==> src/source/tensor_pkg.sv <==
package tensor_pkg;

  // Element format is sign-magnitude
  // Bit 15 carries the sign, bits 14..0 the magnitude
  localparam int DATA_W = 16;

  // Default stripe geometry
  localparam int LANES = 8;   // Elements per block
  localparam int TAG_W = 12;  // Tag and stride width

  // Integer accumulation
  localparam int ACC_W = 32;

  // Largest magnitude a 15-bit field can hold
  localparam int MAG_MAX = 32767;

  // One bus element
  typedef logic [DATA_W-1:0] elem_t;

  // Two's complement accumulator, wraps modulo 2^32
  typedef logic signed [ACC_W-1:0] acc_t;

endpackage

==> src/source/operand_capture.sv <==
`timescale 1ns/1ps

module operand_capture #(
  parameter int TAG_W = 12,
  parameter int LANES = 8
) (
  input  logic                                clk,
  input  logic                                arst_n,
  input  logic                                cfg_valid,
  input  logic [TAG_W-1:0]                    cfg_tag,
  input  logic [TAG_W-1:0]                    cfg_stride,
  input  logic                                bus_valid,
  input  logic [TAG_W-1:0]                    bus_tag,
  input  logic [LANES*tensor_pkg::DATA_W-1:0] bus_data,
  input  logic                                fire,
  output logic [LANES*tensor_pkg::DATA_W-1:0] block,
  output logic                                full
);

  import tensor_pkg::*;

  localparam int BLOCK_W = LANES * DATA_W;

  logic [TAG_W-1:0] tag;
  logic [TAG_W-1:0] stride;
  logic             match;

  // Only an empty capture listens to the bus
  assign match = bus_valid && !full && (bus_tag == tag);

  // Tag, stride and full flag
  always_ff @(posedge clk or negedge arst_n) begin
    if (!arst_n) begin
      tag    <= '0;
      stride <= '0;
      full   <= 1'b0;
    end else if (cfg_valid) begin
      tag    <= cfg_tag;
      stride <= cfg_stride;
      full   <= 1'b0;
    end else if (fire) begin
      full <= 1'b0;
      tag  <= tag + stride;  // Wraps at TAG_W bits
    end else if (match) begin
      full <= 1'b1;
    end
  end

  // Operand payload, held until the array consumes it
  always_ff @(posedge clk) begin
    if (match && !cfg_valid) begin
      block <= bus_data[BLOCK_W-1:0];
    end
  end

endmodule

==> config.mk <==
export PLATFORM = sky130hd
export DESIGN_NAME = operand_capture
export DESIGN_NICKNAME = d
export VERILOG_FILES = /design/src/source/tensor_pkg.sv /design/src/source/operand_capture.sv
export SDC_FILE = /design/constraint.sdc
export NUM_CORES = 1
export LEC_CHECK = 0
export BUFFER_PORTS_ARGS = -buffer_cell sky130_fd_sc_hd__buf_2
export CAP_MARGIN = 40
export CELL_PAD_IN_SITES_DETAIL_PLACEMENT = 1
export CELL_PAD_IN_SITES_GLOBAL_PLACEMENT = 2
export CORE_MARGIN = 5
export CORE_UTILIZATION = 26
export CTS_CLUSTER_DIAMETER = 150
export DETAILED_ROUTE_END_ITERATION = 6
export PLACE_DENSITY = 0.77
export SLEW_MARGIN = 20
export SYNTH_ARGS = -nofsm -noshare
export SYNTH_HDL_FRONTEND = slang
export SYNTH_SLANG_ARGS = --single-unit
==> constraint.sdc <==
create_clock -name clk -period 10.34 [get_ports clk]
set_input_delay 2.585 -clock clk [delete_from_list [all_inputs] [get_ports clk]]
set_output_delay 2.585 -clock clk [all_outputs]
set_load 0.05 [all_outputs]
=== Word-level counts from Yosys, hierarchy flattened ===
Cells that the tools add are included.
W data, S select, Z words.

* Register bits: 153
* Input port bits: 169
* Output and inout port bits: 129
* Word-level logic and storage cells: 18

* Add/sub/neg operators: 1
* Equal/unequal tests: 1
* Multiplexer cells: 5
* Reductions and logical operators: 7

{| class="wikitable"
|+ Operator list
! kind !! count
|-
| $mux W12 || 2
|-
| $add A12 B12 Y12 || 1
|-
| $eq A12 B12 Y1 || 1
|-
| $logic_and A1 B1 Y1 || 3
|-
| $mux W1 || 3
|-
| $reduce_bool A3 Y1 || 1
|-
| $logic_not A1 Y1 || 2
|-
| $reduce_bool A2 Y1 || 1
|}

=== Logic depth before layout (Yosys ltp) ===
* Depth after elaboration: 6
* Depth in mapped cells: 9
* Gate-level depth less buffers: 9

=== Worst setup path before layout ===
Ideal clock, no wire load.

* Path kind: input-to-reg
* Start: input port bus_tag[7]
* End: register block[0] (netlist name) (enable)
* Library setup time: 0.772 ns
* Arrival time: 11.847 ns
* Data required time: 9.568 ns
* Path slack: -2.278 ns
* Stages on the path: 4
* Path buffers: 0
* Cells stage by stage: xor2_1 nor4_1 nand4_1 nor3_1

* Word-level cells in the longest chain between the ends: 3

{| class="wikitable"
|+ Ends and longest elaborated chain
! what !! line !! text
|-
| start, declared || operand_capture.sv:13 || <nowiki>input logic [TAG_W-1:0] bus_tag,</nowiki>
|-
| $eq A12 B12 Y1 || operand_capture.sv:29 || <nowiki>assign match = bus_valid && !full && (bus_tag == tag);</nowiki>
|-
| $logic_and A1 B1 Y1 || operand_capture.sv:29 ||
|-
| $logic_and A1 B1 Y1 || operand_capture.sv:51 || <nowiki>if (match && !cfg_valid) begin</nowiki>
|-
| end signal, assigned || operand_capture.sv:52 || <nowiki>block <= bus_data[BLOCK_W-1:0];</nowiki>
|-
| end, declared || operand_capture.sv:16 || <nowiki>output logic [LANES*tensor_pkg::DATA_W-1:0] block,</nowiki>
|}

Every way passes these cells.
A chain may end at the register's enable or synchronous reset.

=== Final worst setup path ===
* Start: input port bus_tag[8]
* End: register block[96] (netlist name) (enable)

The elaborated chain is that of the path after synthesis.

==> flow_summary.ini <==
[clock_network]
cts_buffers = 17
clkLatencyLatePin_ps = 410
post_cts_buffers = 0
post_cts_resized = 0
path_clk_slew_ps = 60
ctsRootBufferMaster = clkbuf_16
cts_sinks = 153
clk_path_buf_depth = 2
cts_hold_buf = 0
htree_levels = 4
cts_tree = done

[power_and_ir_drop]
max-vdd-ir-drop_mv = 0.09842
power_frac_comb = 0.098
p_sw_uw = 354.4
power_uw = 1477
seqPwrFrac = 0.471
p_leak_uw = 0.003361
p_sw_frac = 0.2400
pwr-share-clk = 0.431
powerDensity_nw_per_um2 = 185.8
intPower_uw = 1122

[logic_synthesis]
syn_inst = 289
synth_seq_area_share = 0.8159
yosys_warnings = 0
netlist_area_um2 = 5478
synth_top_area_frac = 0.7017
synth_top_cells_by_area = edfxtp_1 70%, dfrtp_1 11%, ha_1 2.5%, mux2_2 2.5%, xor2_1 1.6%
ys_seq_elements = 153
synth_flop_cell = edfxtp_1
synthDistinctLibCells = 41
yosysTopAreaCell = edfxtp_1
synth_edf_count = 128
syn_area_per_cell_um2 = 18.95
ys_async_sr_fraction = 0.1634
synth_nets = 470

[timing]
finalSetupViolCount = 0
clock.fmax_mhz = 196.3
min_period_ps = 5094
finalHoldViolCount = 0
final.setup.tns_ps = 0
drv_slew = 0
worst_slack_ps = 5246
rsz0062_at_grt = false
worstMarginPinSlew_ps = 739.6
relSlewSlack = 0.5069
fin_crit_sh = 0.4927
worst_clock_skew_ps = 12.66

[cells_and_area]
drive_gt1_frac = 0.5617
syn_to_final_growth_pct = 45.07
instances_no_fill = 892
ff_latch_area_um2 = 4469
fillers = 2261
mostFrequentLayoutCell = buf_2
multi_input_area_um2 = 973.4
fin_util = 0.3804
layout_common_cells = 297 x buf_2, 128 x edfxtp_1, 25 x dfrtp_1
final_net_count = 784

[run_status]
status = complete, no violations

[drt]
firstDrtPassIters = 4
via_per_inst = 4.205
route.detailed.drc = 0
wire_per_inst_um = 19.62
first_iter_violations = 120
routed-via-count = 3751
wirelength_um = 17500
drtAntennaViolNets = 0

[worst_setup_path]
critPathSlowestCell = nor4_1
cp_common_cell = buf_4
crit_type = in -> reg
critPathLaunchType = input pin
crit_chain = buf_2 > xor2_1 > nor4_1 > nand4b_1 > nor3_4 > buf_4 > buf_4 > buf_16
required_ps = 10420
critPathMaxStageDelay_ps = 560
cp_max_fo = 63
cp-startpoint = bus_tag[8]
r2r_start = tag[8]
end_kind = flop
arrival_ps = 5170

[floorplanning]
die_height_um = 155.2
dieArea_um2 = 24070
die_w_um = 155.2
fp-row-count = 53
start_util = 0.2622
core_um2 = 20890
io_pins = 298

[global_routing]
grt_pass1_wl_um = 24950
grt_pass1_vias = 4108
grt-ovfl-total = 0
grt_antenna_before_repair = 1
grt_max_degree = 64
gr-usage-all-layers = 0.1387

[placed_design]
gp_congestion = 0.8666
place_inst = 859
dpl.hpwl_um = 14130
pre_cts_slack_ps = 4681
portBuffers = 297

[min_path]
min_from = stride[0]
min_path_type = reg -> reg

[flow_run]
maxCapViolations = 0
==> cell usage after synthesis (2+ instances only) <==
master,n
xnor2_1,9
a21oi_1,7
edfxtp_1,128
mux2i_1,5
inv_1,7
a211oi_2,2
clkbuf_1,3
o211ai_1,2
nor2_1,8
nor3_1,2
or3_1,3
a211oi_1,2
o21ai_0,10
o21bai_1,2
nor4_1,2
a21o_1,2
a221o_1,2
mux2_2,12
xor2_1,10
nand2_1,11
nor2b_1,4
a22oi_1,3
dfrtp_1,25
ha_1,11
==> cell families after synthesis <==
logic type	count (synthesis)	share of synthesized area
AOI/OAI and AO/OA	39	0.04911
xor gates and xnor gates	19	0.03038
adders and majority gates	12	0.02878
buffers and inverters	12	0.008451
DFF	153	0.8159
muxes	17	0.03381
and+or+nand+nor	37	0.03358
==> routing by layer <==
layer | global-route usage | vias to the layer above | part of all wire
li1 | - | 1739 | -
met1 | 0.1514 | 1835 | 0.37
met2 | 0.2566 | 162 | 0.54
met3 | 0.04645 | 15 | 0.079
met4 | 0.03701 | 0 | 0.016
met5 | 0 | - | 0
==> power by group through the flow <==
stage	logic, uW	registers [uW]	clock network [uW]
global route	162	698	684
floorplan	88.5	705	0
detailed placement	146	710	0
CTS	147	697	659
finish	144	696	636
global placement	138	709	0
==> final cells by class <==
cell class                 count  area share
antenna                        1   0.0003149
clock buffer                  18     0.05401
clock inverter                14     0.02173
inverter                       7    0.003307
multi-input combinational    124      0.1225
sequential                   153      0.5624
tap                          275     0.04330
timing repair buffer         300      0.1924
==> worst paths after layout <==
| path | cells past startpoint | slack [ps] | end |
|---|---|---|---|
| max reg2reg | 7 | 7080 | block[96] |
| min in group asynchronous | 1 | 2170 | tag[3] |
| max | 8 | 5250 | block[96] |
| max in group asynchronous | 1 | 7760 | tag[0] |
| min reg2reg | 1 | 520 | stride[0] |
| min | 1 | 520 | stride[0] |
==> worst max-delay path: cells and delay by family <==
| kind | cells | cell delay [ps] |
|---|---|---|
| xor+xnor | 1 | 150 |
| buf+inv | 4 | 1350 |
| simple gates | 3 | 1020 |
==> metrics by stage <==
| stage | hold WS, ps | instance area (um^2) |
|---|---|---|
| after global placement | 502.0 | 7315 |
| final | 517.8 | 7946 |
| after global routing | 548.2 | 7946 |
| after CTS | 521.4 | 7944 |
| after detailed placement | 506.1 | 7342 |
| after floorplan | 484.9 | 5483 |
==> registers in the layout, indices dropped and copies added (netlist names) <==
signal and cells:
block 128, stride 12, full 1, tag 12
No activity file was read; power rests on OpenSTA's default activity.
